==> config.mk <==
export PLATFORM = sky130hd
export DESIGN_NAME = bank_port_arbiter
export DESIGN_NICKNAME = d
export VERILOG_FILES = /design/src/hdl/hybrid_mem_pkg.sv /design/src/hdl/bank_port_arbiter.sv
export VERILOG_INCLUDE_DIRS = /design/src /design/src/include
export SDC_FILE = /design/constraint.sdc
export NUM_CORES = 1
export LEC_CHECK = 0
export BUFFER_PORTS_ARGS = -buffer_cell sky130_fd_sc_hd__buf_2
export CORE_MARGIN = 2
export CORE_UTILIZATION = 28
export DETAILED_ROUTE_END_ITERATION = 12
export GPL_ROUTABILITY_DRIVEN = 1
export GPL_TIMING_DRIVEN = 0
export PLACE_DENSITY = 0.95
export SYNTH_ARGS = -nofsm -noshare
export SYNTH_HDL_FRONTEND = slang
export SYNTH_SLANG_ARGS = --single-unit
==> constraint.sdc <==
create_clock -name vclk -period 1.5
set_input_delay 0.15 -clock vclk [all_inputs]
set_output_delay 0.15 -clock vclk [all_outputs]
set_load 0.02 [all_outputs]
==> src/include/hybrid_mem_config.svh <==
/*
  Build-time sizing of the hybrid SPM/cache memory.
  HM_NUM_BANKS and HM_NUM_WORDS must be powers of two.
  HM_RESP_LATENCY must be at least 1.
*/
`ifndef HYBRID_MEM_CONFIG_SVH
`define HYBRID_MEM_CONFIG_SVH

// Number of banks with one cache port each
`define HM_NUM_BANKS 4

// Total words across all banks
`define HM_NUM_WORDS 256

`define HM_DATA_WIDTH 32
`define HM_BYTE_WIDTH 8

// Cycles from the accepting edge to read data at the ports
`define HM_RESP_LATENCY 1

`define HM_BANK_WORDS (`HM_NUM_WORDS / `HM_NUM_BANKS)

`endif

==> src/hdl/hybrid_mem_pkg.sv <==
/*
  Shared vector types of the hybrid memory.
  All widths derive from the config header.
*/
`include "hybrid_mem_config.svh"

package hybrid_mem_pkg;

  // Address split of a flat SPM word address
  localparam int unsigned BANK_SEL_W  = $clog2(`HM_NUM_BANKS);
  localparam int unsigned MEM_ADDR_W  = $clog2(`HM_NUM_WORDS);
  localparam int unsigned BANK_ADDR_W = MEM_ADDR_W - BANK_SEL_W;

  // Byte lanes per word
  localparam int unsigned NUM_BYTES = `HM_DATA_WIDTH / `HM_BYTE_WIDTH;

  // One data word
  typedef logic [`HM_DATA_WIDTH-1:0] data_t;

  // One enable bit per byte lane
  typedef logic [NUM_BYTES-1:0] be_t;

  // Flat SPM word address with the bank index in the low bits
  typedef logic [MEM_ADDR_W-1:0] mem_addr_t;

  // Word address inside a single bank
  typedef logic [BANK_ADDR_W-1:0] bank_addr_t;

  // Bank index
  typedef logic [BANK_SEL_W-1:0] bank_sel_t;

endpackage

==> src/hdl/bank_port_arbiter.sv <==
/*
  Per-bank choice between the SPM and the cache request, purely combinational.
  SPM always wins; the cache port is stalled on a conflict.
  Cache requests below spm_size_i never reach the bank.
*/
`timescale 1ns/1ns

module bank_port_arbiter (
  input  logic                       spm_valid_i,
  input  logic                       spm_we_i,
  input  hybrid_mem_pkg::bank_addr_t spm_addr_i,
  input  hybrid_mem_pkg::data_t      spm_wdata_i,
  input  hybrid_mem_pkg::be_t        spm_be_i,
  input  logic                       cache_req_i,
  input  logic                       cache_we_i,
  input  hybrid_mem_pkg::bank_addr_t cache_addr_i,
  input  hybrid_mem_pkg::data_t      cache_wdata_i,
  input  hybrid_mem_pkg::be_t        cache_be_i,
  input  hybrid_mem_pkg::bank_addr_t spm_size_i,
  output logic                       cache_ready_o,
  output logic                       bank_req_o,
  output logic                       bank_we_o,
  output hybrid_mem_pkg::bank_addr_t bank_addr_o,
  output hybrid_mem_pkg::data_t      bank_wdata_o,
  output hybrid_mem_pkg::be_t        bank_be_o,
  output logic                       owner_spm_o,
  output logic                       cache_read_o,
  output logic                       cache_err_o
);

  logic cache_illegal;
  logic cache_go;

  // SPM has a fixed-latency contract, so the cache side waits
  assign cache_ready_o = !spm_valid_i;

  // Lower region belongs to the SPM
  assign cache_illegal = cache_req_i && (cache_addr_i < spm_size_i);

  // Legal cache request accepted this cycle
  assign cache_go = cache_req_i && cache_ready_o && !cache_illegal;

  assign owner_spm_o  = spm_valid_i;
  assign bank_req_o   = spm_valid_i || cache_go;
  assign bank_we_o    = spm_valid_i ? spm_we_i    : cache_we_i;
  assign bank_addr_o  = spm_valid_i ? spm_addr_i  : cache_addr_i;
  assign bank_wdata_o = spm_valid_i ? spm_wdata_i : cache_wdata_i;
  assign bank_be_o    = spm_valid_i ? spm_be_i    : cache_be_i;

  assign cache_read_o = cache_go && !cache_we_i;

  // Illegal requests still complete with an error response
  assign cache_err_o = cache_illegal && cache_ready_o;

endmodule

==> results.sh <==
export IMPL_status="finished clean"
export IMPL_drtIter0Drc=17
export IMPL_hpwl_um=2740
export IMPL_synth_nets=170
export IMPL_via_count=1088
export IMPL_drv_slew=0
export IMPL_fin_setup_tns_ns=0
export IMPL_yosysSeqAreaShare_pct=0
export IMPL_dp_slack_ns=0.0544
export IMPL_synth_warnings=0
export IMPL_placementRows=19
export IMPL_synth_top_cell_by_area="mux2_4"
export IMPL_grt_total_usage_pct=15.5
export IMPL_min_period_ns=1.44
export IMPL_crit_path_max_incr_delay_ns=0.30
export IMPL_seq_cells=0
export IMPL_cp_slowest_cell="ha_1"
export IMPL_synth_cell_types=17
export IMPL_io_buffers=141
export IMPL_hold_path_depth=2
export IMPL_power_uw=575
export IMPL_drv_cap=0
export IMPL_core_area_um2=2760
export IMPL_cp_max_fo=3
export IMPL_overflow=0
export IMPL_final_cell_area_um2=1580
export IMPL_drt_pass1_iter_count=2
export IMPL_syn_inst=71
export IMPL_yosys_top_cells_area="mux2_4 (48%), mux2_2 (24%), ha_1 (7.7%)"
export IMPL_antenna_cells_inserted=0
export IMPL_die_area_um2=3350
export IMPL_p_leak_uw=0.000974
export IMPL_hold_path_class="in2out"
export IMPL_vdd_ir_drop_max_mv=0.248
export IMPL_start_util_pct=29.4
export IMPL_io_pins=142
export IMPL_cp_end_kind="output pin"
export IMPL_drcViolationCount=0
export IMPL_cp_num_buf_inv=2
export IMPL_wl_um=2950
export IMPL_rsz0062_at_grt="false"
export IMPL_p_per_area_nw_per_um2=364
export IMPL_worst_hold_slack_ns=0.520
export IMPL_antenna_found_initial=0
export IMPL_first_global_vias=1006
export IMPL_syn_avg_cell_area_um2=11.4
export IMPL_fin_crit_sh_pct=96.2
export IMPL_setup_viol=0
export IMPL_grt_max_degree=11
export IMPL_path_class="in2out"
export IMPL_synth_area_um2=812
export IMPL_place_area_um2=1560
export IMPL_wl_per_cell_um=12.2
export IMPL_worst_slew_pin_slew_ns=0.224
export IMPL_slew_headroom_pct=85.1
export IMPL_hold_viol=0
export IMPL_worstPathRequired_ns=1.35
export IMPL_regArea_um2=0
export IMPL_path_delay_family="simple AND/OR/NAND/NOR gates"
export IMPL_clock_buffers=0
export IMPL_worstPathCellList="buf_2 > ha_1 > nand4_1 > o221ai_2 > nor4b_4 > buf_4"
export IMPL_final_nets=313
export IMPL_synth_common_cells="mux2_4 (26), mux2_2 (17), inv_1 (7)"
export IMPL_chipWidth_um=57.9
export IMPL_grt_pass1_wl_um=4280
export IMPL_place_gp_congestion=0.764
export IMPL_final_antenna_net_count=0
export IMPL_fmax_mhz=693
export IMPL_min_from="spm_valid_i"
export IMPL_post_cts_buffers=0
export IMPL_post_drt_via_cell_ratio=4.48
export IMPL_critPathLaunchType="input port"
export IMPL_die_y_um=57.9
export IMPL_min_to="owner_spm_o"
export IMPL_drive_gt1_share_pct=92.5
export IMPL_fin_ws_ns=0.0570
export IMPL_area_delta_synth_final_pct=94.6
export IMPL_netlist_area_leader_share_pct=48.1
export IMPL_yosysMostFrequentCell="mux2_4"
export IMPL_worstPathArrival_ns=1.29
final cells by class:
type | instances | area, um2
well taps | 31 | 38.8
repair buffers | 141 | 708
inverters | 7 | 26.3
plain buffers | 6 | 57.6
multi-input cells | 58 | 749
fillers | 257 | 1180
worst max path at each step:
stage | startpoint | end | slack (ns) | cells past startpoint
detailed placement | cache_addr_i[5] | bank_req_o | 0.05 | 6
global route | spm_size_i[4] | cache_read_o | 0.0008 | 7
floorplan | spm_size_i[5] | cache_read_o | 0.13 | 5
CTS | cache_addr_i[5] | bank_req_o | 0.05 | 6
global placement | cache_addr_i[5] | bank_req_o | 0.07 | 6
finish | cache_addr_i[4] | cache_read_o | 0.06 | 6
report_power, final:
part           internal [uW]  switching [uW]  leakage (uW)
clock                      0               0             0
combinational            301             274      0.000974
sequential                 0               0             0
total                    301             274      0.000974
cells by family (layout without fill, tap and decap cells):
group                    count (synthesis)  after routing  share of synthesized area, %
AO/OA/AOI/OAI                            5              5                          6.01
adder cells (fa/ha/maj)                  5              5                          7.70
buffers and inverters                   13            154                          10.3
multiplexers                            43             43                          71.6
AND/OR/NAND/NOR                          5              5                          4.31
metal layers:
layer  up-vias  GRT usage (%)  share of wire [%]
li1        544              -                  -
met1       487           16.7                 33
met2        57           33.3                 58
met3         0           1.79                9.4
met4         0              0                  0
met5         -              0                  0
cells in the final DEF, fill, tap and decap left out, drive strengths merged:
cell type | Yosys | layout
o221ai | 1 | 1
nand2 | 1 | 1
nor2 | 1 | 1
a211oi | 1 | 1
inv | 7 | 7
nand2b | 1 | 1
mux2 | 43 | 43
a21o | 1 | 1
a21oi | 2 | 2
buf | 6 | 147
ha | 5 | 5
nor4b | 1 | 1
nand4 | 1 | 1
metrics by stage:
stage	utilization (%)	cells
global route	57.3	243
global placement	56.4	243
CTS	56.4	243
finish	57.3	243
floorplan	-	71
detailed placement	56.4	243
repair_timing:
action                                  CTS  global route
endpoints found under the setup margin    0             2
resized for setup                         0             4
hold buffers                              0             0
endpoints found under the hold margin     0             0
No activity file was read; power rests on OpenSTA's default activity.
