## config.mk

```make
export PLATFORM = sky130hd
export DESIGN_NAME = sram_bank
export DESIGN_NICKNAME = d
export VERILOG_FILES = /design/src/hdl/hybrid_mem_pkg.sv /design/src/hdl/sram_bank.sv
export VERILOG_INCLUDE_DIRS = /design/src /design/src/include
export SDC_FILE = /design/constraint.sdc
export NUM_CORES = 2
export LEC_CHECK = 0
export ABC_CLOCK_PERIOD_IN_PS = 3270
export BUFFER_PORTS_ARGS = -buffer_cell sky130_fd_sc_hd__buf_2
export CORE_MARGIN = 1
export CORE_UTILIZATION = 55
export DETAILED_ROUTE_END_ITERATION = 12
export PLACE_DENSITY_LB_ADDON = 0.15
export SYNTH_ARGS = -nofsm -noshare
export SYNTH_HDL_FRONTEND = slang
export SYNTH_SLANG_ARGS = --single-unit
```

## constraint.sdc

```tcl
create_clock -name clk_i -period 3.27 [get_ports clk_i]
set_input_delay 0.4905 -clock clk_i [delete_from_list [all_inputs] [get_ports clk_i]]
set_output_delay 0.4905 -clock clk_i [all_outputs]
set_load 0.005 [all_outputs]
```

## src/include/hybrid_mem_config.svh

```systemverilog
/*
  Build-time sizing of the hybrid SPM/cache memory.
  HM_NUM_BANKS and HM_NUM_WORDS must be powers of two.
  HM_RESP_LATENCY must be at least 1.
*/
`ifndef HYBRID_MEM_CONFIG_SVH
`define HYBRID_MEM_CONFIG_SVH

// Number of banks with one cache port each
`define HM_NUM_BANKS 4

// Total words across all banks
`define HM_NUM_WORDS 256

`define HM_DATA_WIDTH 32
`define HM_BYTE_WIDTH 8

// Cycles from the accepting edge to read data at the ports
`define HM_RESP_LATENCY 1

`define HM_BANK_WORDS (`HM_NUM_WORDS / `HM_NUM_BANKS)

`endif

```

## src/hdl/hybrid_mem_pkg.sv

```systemverilog
/*
  Shared vector types of the hybrid memory.
  All widths derive from the config header.
*/
`include "hybrid_mem_config.svh"

package hybrid_mem_pkg;

  // Address split of a flat SPM word address
  localparam int unsigned BANK_SEL_W  = $clog2(`HM_NUM_BANKS);
  localparam int unsigned MEM_ADDR_W  = $clog2(`HM_NUM_WORDS);
  localparam int unsigned BANK_ADDR_W = MEM_ADDR_W - BANK_SEL_W;

  // Byte lanes per word
  localparam int unsigned NUM_BYTES = `HM_DATA_WIDTH / `HM_BYTE_WIDTH;

  // One data word
  typedef logic [`HM_DATA_WIDTH-1:0] data_t;

  // One enable bit per byte lane
  typedef logic [NUM_BYTES-1:0] be_t;

  // Flat SPM word address with the bank index in the low bits
  typedef logic [MEM_ADDR_W-1:0] mem_addr_t;

  // Word address inside a single bank
  typedef logic [BANK_ADDR_W-1:0] bank_addr_t;

  // Bank index
  typedef logic [BANK_SEL_W-1:0] bank_sel_t;

endpackage

```

## src/hdl/sram_bank.sv

```systemverilog
/*
  Single-port SRAM bank with byte-masked writes.
  Read data appears HM_RESP_LATENCY cycles after the request edge.
  Contents start at zero in simulation and are never reset.
*/
`timescale 1ns/1ns
`include "hybrid_mem_config.svh"

module sram_bank (
  input  logic                   clk_i,
  input  logic                   reset_i,
  input  logic                   req_i,
  input  logic                   we_i,
  input  hybrid_mem_pkg::bank_addr_t addr_i,
  input  hybrid_mem_pkg::data_t  wdata_i,
  input  hybrid_mem_pkg::be_t    be_i,
  output hybrid_mem_pkg::data_t  rdata_o
);
  import hybrid_mem_pkg::*;

  data_t mem_q [`HM_BANK_WORDS];

  // Stage 0 holds the word read at the request edge
  data_t rd_pipe_q [`HM_RESP_LATENCY];

  initial begin
    for (int w = 0; w < `HM_BANK_WORDS; w++) begin
      mem_q[w] = '0;
    end
  end

  // Only enabled byte lanes change on a write
  always_ff @(posedge clk_i) begin
    if (req_i && we_i) begin
      for (int b = 0; b < NUM_BYTES; b++) begin
        if (be_i[b]) begin
          mem_q[addr_i][b*`HM_BYTE_WIDTH +: `HM_BYTE_WIDTH] <=
            wdata_i[b*`HM_BYTE_WIDTH +: `HM_BYTE_WIDTH];
        end
      end
    end
  end

  // Read port plus the extra output stages
  always_ff @(posedge clk_i) begin
    if (req_i && !we_i) begin
      rd_pipe_q[0] <= mem_q[addr_i];
    end
    for (int s = 1; s < `HM_RESP_LATENCY; s++) begin
      rd_pipe_q[s] <= rd_pipe_q[s-1];
    end
  end

  assign rdata_o = rd_pipe_q[`HM_RESP_LATENCY-1];

  // An unknown address would corrupt an arbitrary word
  addr_known_a: assert property (
    @(posedge clk_i) disable iff (reset_i)
    req_i |-> !$isunknown({we_i, addr_i})
  ) else $error("sram_bank: request with unknown address or write enable");

endmodule

```

==> results.md <==
- Post-detailed-routing wire length: approximately 240000 microns
- Rel. slew slack: 6.516%
- CP startpoint kind: primary input
- Top_reg_cell synth: edfxtp_1
- Global-route wire length before repair: 342900 microns
- RR Endpoint: rd_pipe_q[0][3]
- Post-DP HPWL: 159500 microns
- Synthesized area: 81570 sq um
- RSZ-0062 raised after global routing: no
- Hold Path Depth: 1
- CTS buffer count: 203
- Xor and xnor area share after synthesis: 0%
- Depth of the worst register-to-register path: 7
- Synthesized Nets: 4830
- Port-buffer cells: 76
- Async set-or-reset flop fraction in the synthesized netlist: 0%
- Final nets: 5358
- Area share of the largest cell type after synthesis: 76.57%
- Fin crit share: 93.90%
- Status: completed
- Area taken by flip-flops and latches: 62460 sq um
- Synthesis Warnings: 0
- Starting Density: a little under three fifths
- Die Height: 387.1 microns
- Clock Path Buffers: 3
- Hold Worst Slack: 0.1032 ns
- WP data required: 3.79 ns
- Inst Count DP: between 7000 and 8000
- Total gr overflow: 0
- Setup repair bufs after CTS: 0
- Multiplexer area fraction after synthesis: 5.266%
- CP Class: in -> reg
- Compound-Gate Fraction of Synth Area: 9.831%
- CP arrival: 3.59 ns
- Flop2flop setup slack: 0.79 ns
- Setup-failing EPs final: 0
- Synth cell count leaders: edfxtp_1 (2080), a21oi_1 (282), nor2_1 (267)
- Area leader, netlist: edfxtp_1
- Largest net degree at the start of global routing: 74
- Hold EP: mem_q[47][21]
- Layout Cells excl Fill: 7419
- Worst slack, placed: -0.3741 ns
- Crit Reg-Reg Startpoint: mem_q[54][3]
- Vias in the first global route: ~47000
- Full die area: about 150000 sq um
- DR vias: 49130
- Aggregate global-route resource usage: 32.31%
- Final GP Congestion: 0.9175
- Clock tree sinks: 2080
- Max-cap violations: 0
- Clock Latency Late Sink: 0.85 ns
- Row count: 140
- Number of vias per cell: 6.622
- CTS tree: built
- Synth Area in Simple Gates: 5.878%
- Largest cells by area after synthesis: edfxtp_1 (77%), a221oi_1 (2.5%), mux2i_1 (2.5%)
- Post-synth EDFFs: 2080
- Yosys reg bits: 2080
- Power density over the cells: 586.8 nW/um^2
- Mapped Cells: between 4000 and 5000
- Worst-path clk slew: 0.06 ns
- Area delta synth->final: 16.02%
- Drt wl/cell: 32.80 microns
- Final setup margin: about 0.20 ns
- DRT iter0 DRCs: 6600
- Type of the tightest min-delay check: in -> reg
- Antenna viol nets, final: 0
- Setup Skew: between 0.03 and 0.04 ns
- Worst-path fanout max: 11
- Core Region: about 150000 sq um
- Highest clock rate: 325.7 MHz
- Multi-input gate area: between 15000 and 20000 sq um
- Cts hold-fix bufs: 0
- Pins Over Slew Limit: 0
- Worst hold start: wdata_i[21]
- Final Hold Viols: 0
- Synth Area in Adders: 0%
- Peak VDD IR: 0.0004407 V
- H-Tree Depth: 4
- Largest family of logic cells by synthesized area: compound AO/OA/AOI/OAI gates
- Drt pass-1 iters: 6
- Post-synth cell types: 60
- LEAKAGE: around 30 nW
- CTS resizes: 0
- Initial antenna violation count: 23
- Worst Tran Pin Value: 1.401 ns
- Die Wd: around 390 microns
- Fill count: 10150
- Syn_area_per_cell: between 15 and 20 sq um
- Layout cell share with drive strength beyond 1: 23.59%
- Most common cell in the netlist: edfxtp_1
- DRC: 0
- Final Core Density: 64.62%
- Clk root buf: clkbuf_16
- Post-synthesis sequential area ratio: 76.57%
- # IOs: 78
- Tmin final: between 3 and 4 ns
- Fin Setup TNS: 0 ns
- Crit. End Element: flop
[logic make-up (layout without fill, tap and decap cells)]
| kind of cell | after synthesis | in the layout |
|---|---|---|
| buf+inv | 391 | 1092 |
| flops | 2080 | 2080 |
| compound gates | 1099 | 1099 |
| mux | 334 | 334 |
| simple gates | 880 | 880 |
| other cells | 0 | 17 |
[worst max-delay path, cell delays in order]
cell,delay [ns]
buf_2,0.11
buf_4,0.20
nor3b_4,1.14
nand2_1,1.09
nor2_1,0.30
buf_4,0.24
[registers in the layout, summed over array words and instances (netlist names)]
name and flops:
mem_q 2048, rd_pipe_q 32
[cells in the final DEF (no fill, tap or decap), types with 37 or more instances in the layout]
cell type,synthesis,final
nor2_1,267,262
buf_12,0,64
o22ai_1,145,145
mux2i_1,203,203
mux2_2,61,61
buf_4,34,569
nand3b_1,166,166
mux4_2,70,70
clkbuf_16,0,206
buf_2,129,73
clkbuf_1,166,37
a21oi_1,282,282
a22o_1,45,45
a221oi_1,237,237
clkinv_1,0,50
nand2_1,168,168
edfxtp_1,2080,2080
or3b_2,108,108
clkinv_2,0,40
nand3_1,116,111
a22oi_1,168,168
[cell type report]
type / count / area share [%]
multi-input combinational: 2313 / 18.23
clock buffer: 243 / 5.594
timing repair buffer: 709 / 6.301
clock inverter: 135 / 1.265
tap: 1917 / 2.535
inverter: 5 / 0.02777
sequential: 2080 / 66.00
antenna: 17 / 0.04495
[worst max-delay path by stage]
stage | from | endpoint | slack (ns)
final | addr_i[4] | mem_q[23][31] | 0.20
after global routing | addr_i[4] | mem_q[23][23] | 0.35
after detailed placement | addr_i[4] | mem_q[23][28] | -0.37
after floorplan | addr_i[0] | mem_q[22][0] | 0.64
after CTS | addr_i[4] | mem_q[19][17] | 0.49
after global placement | addr_i[4] | mem_q[19][18] | -0.35
[layer usage]
metal	up-vias	share of wire, %	track usage, %
met5	-	0.042	0
met4	16	4.3	12.92
met3	454	11	8.357
met2	2869	46	48.94
met1	25150	39	45.05
li1	20640	-	-
[metrics by stage]
| stage | power (W) | area, sq um |
|---|---|---|
| 2_1_floorplan | 0.03152 | 81570 |
| 3_3_place_gp | 0.03311 | 88100 |
| 3_5_place_dp | 0.03317 | 88100 |
| 4_1_cts | 0.05563 | 94590 |
| 5_1_grt | 0.05681 | 94600 |
| 6_report | 0.05553 | 94630 |
[report_power, final]
group	internal, W	total [W]	switching (W)
sequential	0.0294	0.0295	0.0000449
combinational	0.00104	0.00319	0.00216
clock	0.0129	0.0229	0.00996
total	0.0434	0.0555	0.0122
(Power assumes the default switching activity.)
