**src/include/hybrid_mem_config.svh**
```systemverilog
/*
  Build-time sizing of the hybrid SPM/cache memory.
  HM_NUM_BANKS and HM_NUM_WORDS must be powers of two.
  HM_RESP_LATENCY must be at least 1.
*/
`ifndef HYBRID_MEM_CONFIG_SVH
`define HYBRID_MEM_CONFIG_SVH

// Number of banks with one cache port each
`define HM_NUM_BANKS 4

// Total words across all banks
`define HM_NUM_WORDS 256

`define HM_DATA_WIDTH 32
`define HM_BYTE_WIDTH 8

// Cycles from the accepting edge to read data at the ports
`define HM_RESP_LATENCY 1

`define HM_BANK_WORDS (`HM_NUM_WORDS / `HM_NUM_BANKS)

`endif

```
**src/hdl/hybrid_mem_pkg.sv**
```systemverilog
/*
  Shared vector types of the hybrid memory.
  All widths derive from the config header.
*/
`include "hybrid_mem_config.svh"

package hybrid_mem_pkg;

  // Address split of a flat SPM word address
  localparam int unsigned BANK_SEL_W  = $clog2(`HM_NUM_BANKS);
  localparam int unsigned MEM_ADDR_W  = $clog2(`HM_NUM_WORDS);
  localparam int unsigned BANK_ADDR_W = MEM_ADDR_W - BANK_SEL_W;

  // Byte lanes per word
  localparam int unsigned NUM_BYTES = `HM_DATA_WIDTH / `HM_BYTE_WIDTH;

  // One data word
  typedef logic [`HM_DATA_WIDTH-1:0] data_t;

  // One enable bit per byte lane
  typedef logic [NUM_BYTES-1:0] be_t;

  // Flat SPM word address with the bank index in the low bits
  typedef logic [MEM_ADDR_W-1:0] mem_addr_t;

  // Word address inside a single bank
  typedef logic [BANK_ADDR_W-1:0] bank_addr_t;

  // Bank index
  typedef logic [BANK_SEL_W-1:0] bank_sel_t;

endpackage

```
**src/hdl/resp_route_pipe.sv**
```systemverilog
/*
  Delays ownership and error flags by HM_RESP_LATENCY cycles and steers
  each bank's read data to the SPM port or to that bank's cache port.
  Idle and error responses carry zero data.
*/
`timescale 1ns/1ns
`include "hybrid_mem_config.svh"

module resp_route_pipe (
  input  logic                                     clk_i,
  input  logic                                     reset_i,
  input  logic                                     spm_read_i,
  input  hybrid_mem_pkg::bank_sel_t                spm_sel_i,
  input  logic [`HM_NUM_BANKS-1:0]                 cache_read_i,
  input  logic [`HM_NUM_BANKS-1:0]                 cache_err_i,
  input  hybrid_mem_pkg::data_t [`HM_NUM_BANKS-1:0] bank_rdata_i,
  output hybrid_mem_pkg::data_t                    spm_rdata_o,
  output logic                                     spm_rvalid_o,
  output hybrid_mem_pkg::data_t [`HM_NUM_BANKS-1:0] cache_rdata_o,
  output logic [`HM_NUM_BANKS-1:0]                 cache_rvalid_o,
  output logic [`HM_NUM_BANKS-1:0]                 cache_err_o
);
  import hybrid_mem_pkg::*;

  localparam int unsigned LAST = `HM_RESP_LATENCY - 1;

  logic                     spm_vld_q   [`HM_RESP_LATENCY];
  bank_sel_t                spm_sel_q   [`HM_RESP_LATENCY];
  logic [`HM_NUM_BANKS-1:0] cache_rd_q  [`HM_RESP_LATENCY];
  logic [`HM_NUM_BANKS-1:0] cache_err_q [`HM_RESP_LATENCY];

  // Response flags with one entry per cycle in flight
  always_ff @(posedge clk_i) begin
    if (reset_i) begin
      for (int s = 0; s < `HM_RESP_LATENCY; s++) begin
        spm_vld_q[s]   <= 1'b0;
        cache_rd_q[s]  <= '0;
        cache_err_q[s] <= '0;
      end
    end else begin
      spm_vld_q[0]   <= spm_read_i;
      cache_rd_q[0]  <= cache_read_i;
      cache_err_q[0] <= cache_err_i;
      for (int s = 1; s < `HM_RESP_LATENCY; s++) begin
        spm_vld_q[s]   <= spm_vld_q[s-1];
        cache_rd_q[s]  <= cache_rd_q[s-1];
        cache_err_q[s] <= cache_err_q[s-1];
      end
    end
  end

  // Bank select travels next to the SPM valid flag
  always_ff @(posedge clk_i) begin
    spm_sel_q[0] <= spm_sel_i;
    for (int s = 1; s < `HM_RESP_LATENCY; s++) begin
      spm_sel_q[s] <= spm_sel_q[s-1];
    end
  end

  always_comb begin
    spm_rvalid_o = spm_vld_q[LAST];
    spm_rdata_o  = '0;
    if (spm_vld_q[LAST]) begin
      spm_rdata_o = bank_rdata_i[spm_sel_q[LAST]];
    end
    for (int i = 0; i < `HM_NUM_BANKS; i++) begin
      cache_err_o[i]    = cache_err_q[LAST][i];
      cache_rvalid_o[i] = cache_rd_q[LAST][i] || cache_err_q[LAST][i];
      cache_rdata_o[i]  = cache_rd_q[LAST][i] ? bank_rdata_i[i] : '0;
    end
  end

  // Arbitration upstream must keep bank ownership exclusive
  single_owner_a: assert property (
    @(posedge clk_i) disable iff (reset_i)
    spm_vld_q[LAST] |-> !cache_rd_q[LAST][spm_sel_q[LAST]]
  ) else $error("resp_route_pipe: SPM and cache both claim one bank's data");

endmodule

```
**config.mk**
```make
export PLATFORM = sky130hd
export DESIGN_NAME = resp_route_pipe
export DESIGN_NICKNAME = d
export VERILOG_FILES = /design/src/hdl/hybrid_mem_pkg.sv /design/src/hdl/resp_route_pipe.sv
export VERILOG_INCLUDE_DIRS = /design/src /design/src/include
export SDC_FILE = /design/constraint.sdc
export NUM_CORES = 1
export LEC_CHECK = 0
export ABC_AREA = 1
export BUFFER_PORTS_ARGS = -buffer_cell sky130_fd_sc_hd__buf_2
export CORE_AREA = 8 8 115 117
export CTS_CLUSTER_DIAMETER = 80
export DETAILED_ROUTE_END_ITERATION = 8
export DIE_AREA = 0 0 123 125
export GPL_TIMING_DRIVEN = 0
export PLACE_DENSITY = 0.71
export SKIP_LAST_GASP = 1
export SYNTH_ARGS = -nofsm -noshare
export SYNTH_HDL_FRONTEND = slang
export SYNTH_SLANG_ARGS = --single-unit
```
**constraint.sdc**
```tcl
create_clock -name clk_i -period 1.9 [get_ports clk_i]
set_input_delay 0.19 -clock clk_i [delete_from_list [all_inputs] [get_ports clk_i]]
set_output_delay 0.19 -clock clk_i [all_outputs]
set_load 0.005 [all_outputs]
```
==> results.py <==
metrics = {
    "run_status": {
        "status": "completed",
    },
    "floorplanning": {
        "initial_utilization_pct": 27.4,
        "fp.dieH_um": 125,
        "dieWidth_um": 123,
        "dieArea_um2": 15400,
        "fp.coreArea_um2": 11600,
        "rows": 40,
        "ios": 310,
    },
    "run": {
        "drv_cap": 0,
    },
    "synth": {
        "async_flop_share_pct": 0,
        "syn-instance-count": 684,
        "ys_seq_elements": 11,
        "syn_area_um2": 3190,
        "synthTopCellsByCount": "266 x inv_1, 256 x nand2_1, 44 x nand3_1",
        "synth_ff_type": "dfxtp_1",
        "synth.most_common_cell": "inv_1",
        "synth_area_leader_cell": "inv_1",
        "syn_avg_cell_area_um2": 4.66,
        "synth_top_area_share_pct": 31.3,
        "ys.warnings.count": 0,
        "ys_top_cells_by_area": "inv_1 31%, nand2_1 30%, a21oi_2 7.4%",
        "synth_cell_types": 15,
        "synthesis.nets": 825,
        "synth_edf_count": 0,
        "yosysSeqAreaShare_pct": 6.91,
    },
    "finish": {
        "fillers": 1341,
        "multi_input_area_um2": 1700,
        "stdcell_area_um2": 4990,
        "num_antenna_cells": 0,
        "area.growth.synth_to_final_pct": 56.7,
        "register_area_um2": 220,
        "nets": 1138,
        "layout-drive-gt1-share_pct": 40.2,
        "utilization_pct": 43.0,
    },
    "timing": {
        "fin_crit_sh_pct": 87.5,
        "setup-violations-final": 0,
        "fin_crit_ns": 1.66,
        "slew_headroom_pct": 75.5,
        "final_max_slew_viol_count": 0,
        "worst_pin_slew_ns": 0.367,
        "grt_setup_unrepaired": "no",
        "finalSetupTns_ns": 0,
        "fmax_mhz": 602,
        "report.final.hold_viol_count": 0,
    },
    "clock_network": {
        "cts_root_buf": "clkbuf_16",
        "cts_tree": "yes",
        "post_cts_resize_count": 0,
        "cts_setup_buffers": 0,
        "cts_max_path_buffers": 2,
        "cts_buffers": 3,
        "h-tree-depth": 1,
        "ctsHoldBuffers": 0,
        "clkTransAtPathRegs_ns": 0.04,
        "cts_num_sinks": 11,
    },
    "global_route": {
        "track_usage_pct": 18.9,
        "grt_pass1_vias": 4588,
        "antenna_found_initial": 0,
        "grt_pass1_wl_mm": 23.5,
        "grt_max_degree": 11,
        "overflow": 0,
    },
    "hold_path": {
        "min-delay-path-class": "input port to flip-flop",
        "whs_endpoint": "spm_sel_q[0][1]",
        "holdPathStages": 1,
        "min_from": "spm_sel_i[1]",
    },
    "critical_path": {
        "worstSetupStartpoint": "spm_sel_q[0][0]",
        "worstPathRequired_ns": 1.71,
        "cp.arrival_ns": 1.47,
        "path_cells": "inv_2 > buf_2 > nand2_1 > nand3_1 > a21oi_2 > buf_2",
        "end_kind": "output port",
        "path_class": "flip-flop to output port",
        "critical_path.slowest_cell": "dfxtp_1",
        "critPathMaxFanout": 10,
        "path_common_cell": "buf_2",
        "slowest_delay_ns": 0.32,
        "crit_path_start_kind": "flip-flop",
    },
    "route": {
        "via_count": 4669,
        "avgViaCountPerCell": 4.08,
        "drt-total-wl_mm": 15.6,
        "detail_route.iter0.violations": 198,
        "wire_per_inst_um": 13.6,
        "first_pass_iters": 4,
        "drc": 0,
        "ant_nets": 0,
    },
    "placement": {
        "portBuffers": 308,
        "placed_area_um2": 4910,
        "dp_hpwl_mm": 13.3,
        "place.gp.congestion": 0.829,
    },
    "power": {
        "p_int_uw": 905,
        "power_density_nw_per_um2": 304,
        "p_leak_nw": 4.32,
        "pwr-share-comb_pct": 58.6,
        "vdd_drop_max_uv": 436,
        "switchingPower_uw": 612,
        "switching_share_pct": 40.3,
        "seq_power_share_pct": 16.4,
        "clockPowerShare_pct": 25.0,
    },
}
## worst max-delay path, delay by kind of cell (launching register included)
family          cells  cell delay [ns]
flops               1             0.32
buf+inv             3             0.64
simple gates        2             0.22
compound gates      1             0.05
## cell usage in the layout, fill, tap and decap left out
cell type,synthesis,routed
nand3_1,44,44
nand2_1,256,256
nand3_2,20,20
or2_2,4,4
buf_6,9,9
clkbuf_1,5,5
nor2_1,9,9
clkinv_2,0,1
inv_1,266,266
clkbuf_16,0,3
inv_2,1,1
dfxtp_1,11,11
inv_4,1,1
buf_2,24,332
buf_4,2,2
a21oi_1,5,5
a21oi_2,27,27
## flip-flops by register name, summed over array words and instances (netlist names)
signal,count
spm_sel_q,2
cache_rd_q,4
cache_err_q,4
spm_vld_q,1
## cells by family (layout without fill, tap and decap cells)
kind of cell           count (synthesis)  after routing  share of synthesized area, %
AOI/OAI and AO/OA                     32             32                          8.21
DFF                                   11             11                          6.91
buffers and inverters                308            620                          39.7
and+or+nand+nor                      333            333                          45.2
## power groups by stage
stage               Combinational, mW  Sequential, mW  Clock, mW
finish                          0.889           0.249      0.380
global route                    0.997           0.250      0.409
CTS                             0.903           0.249      0.388
detailed placement              0.899           0.253          0
global placement                0.893           0.253          0
floorplan                       0.453           0.253          0
## metrics by stage
stage,hold WS [ns],std cells,power [mW],setup slack (ns)
after floorplan,0.218,684,0.706,0.839
after global placement,0.294,1139,1.15,0.440
after detailed placement,0.301,1139,1.15,0.468
after CTS,0.0573,1143,1.54,0.211
after global routing,0.0533,1143,1.66,0.126
final,0.0584,1143,1.52,0.238
## routing by layer
layer  GRT usage (%)  part of all wire (%)
met5               0                     0
met4            2.06                  0.47
met3            4.73                    11
met2            36.0                    51
met1            20.9                    38
## worst max path at each step
stage | end | slack (ns)
3_3_place_gp | cache_rdata_o[103] | 0.44
4_1_cts | spm_rdata_o[26] | 0.21
2_1_floorplan | spm_rdata_o[11] | 0.84
3_5_place_dp | spm_rdata_o[26] | 0.47
6_report | spm_rdata_o[10] | 0.24
5_1_grt | spm_rdata_o[26] | 0.13
## final cells by class
cell class | instances | area share [%]
multi-input cells | 365 | 34.1
inverters | 268 | 20.2
clock inverters | 1 | 0.100
repair buffers | 308 | 30.9
plain buffers | 40 | 5.11
flip-flops and latches | 11 | 4.41
well taps | 147 | 3.69
clock buffers | 3 | 1.50
Note: power is estimated with default switching activity, not from simulation.
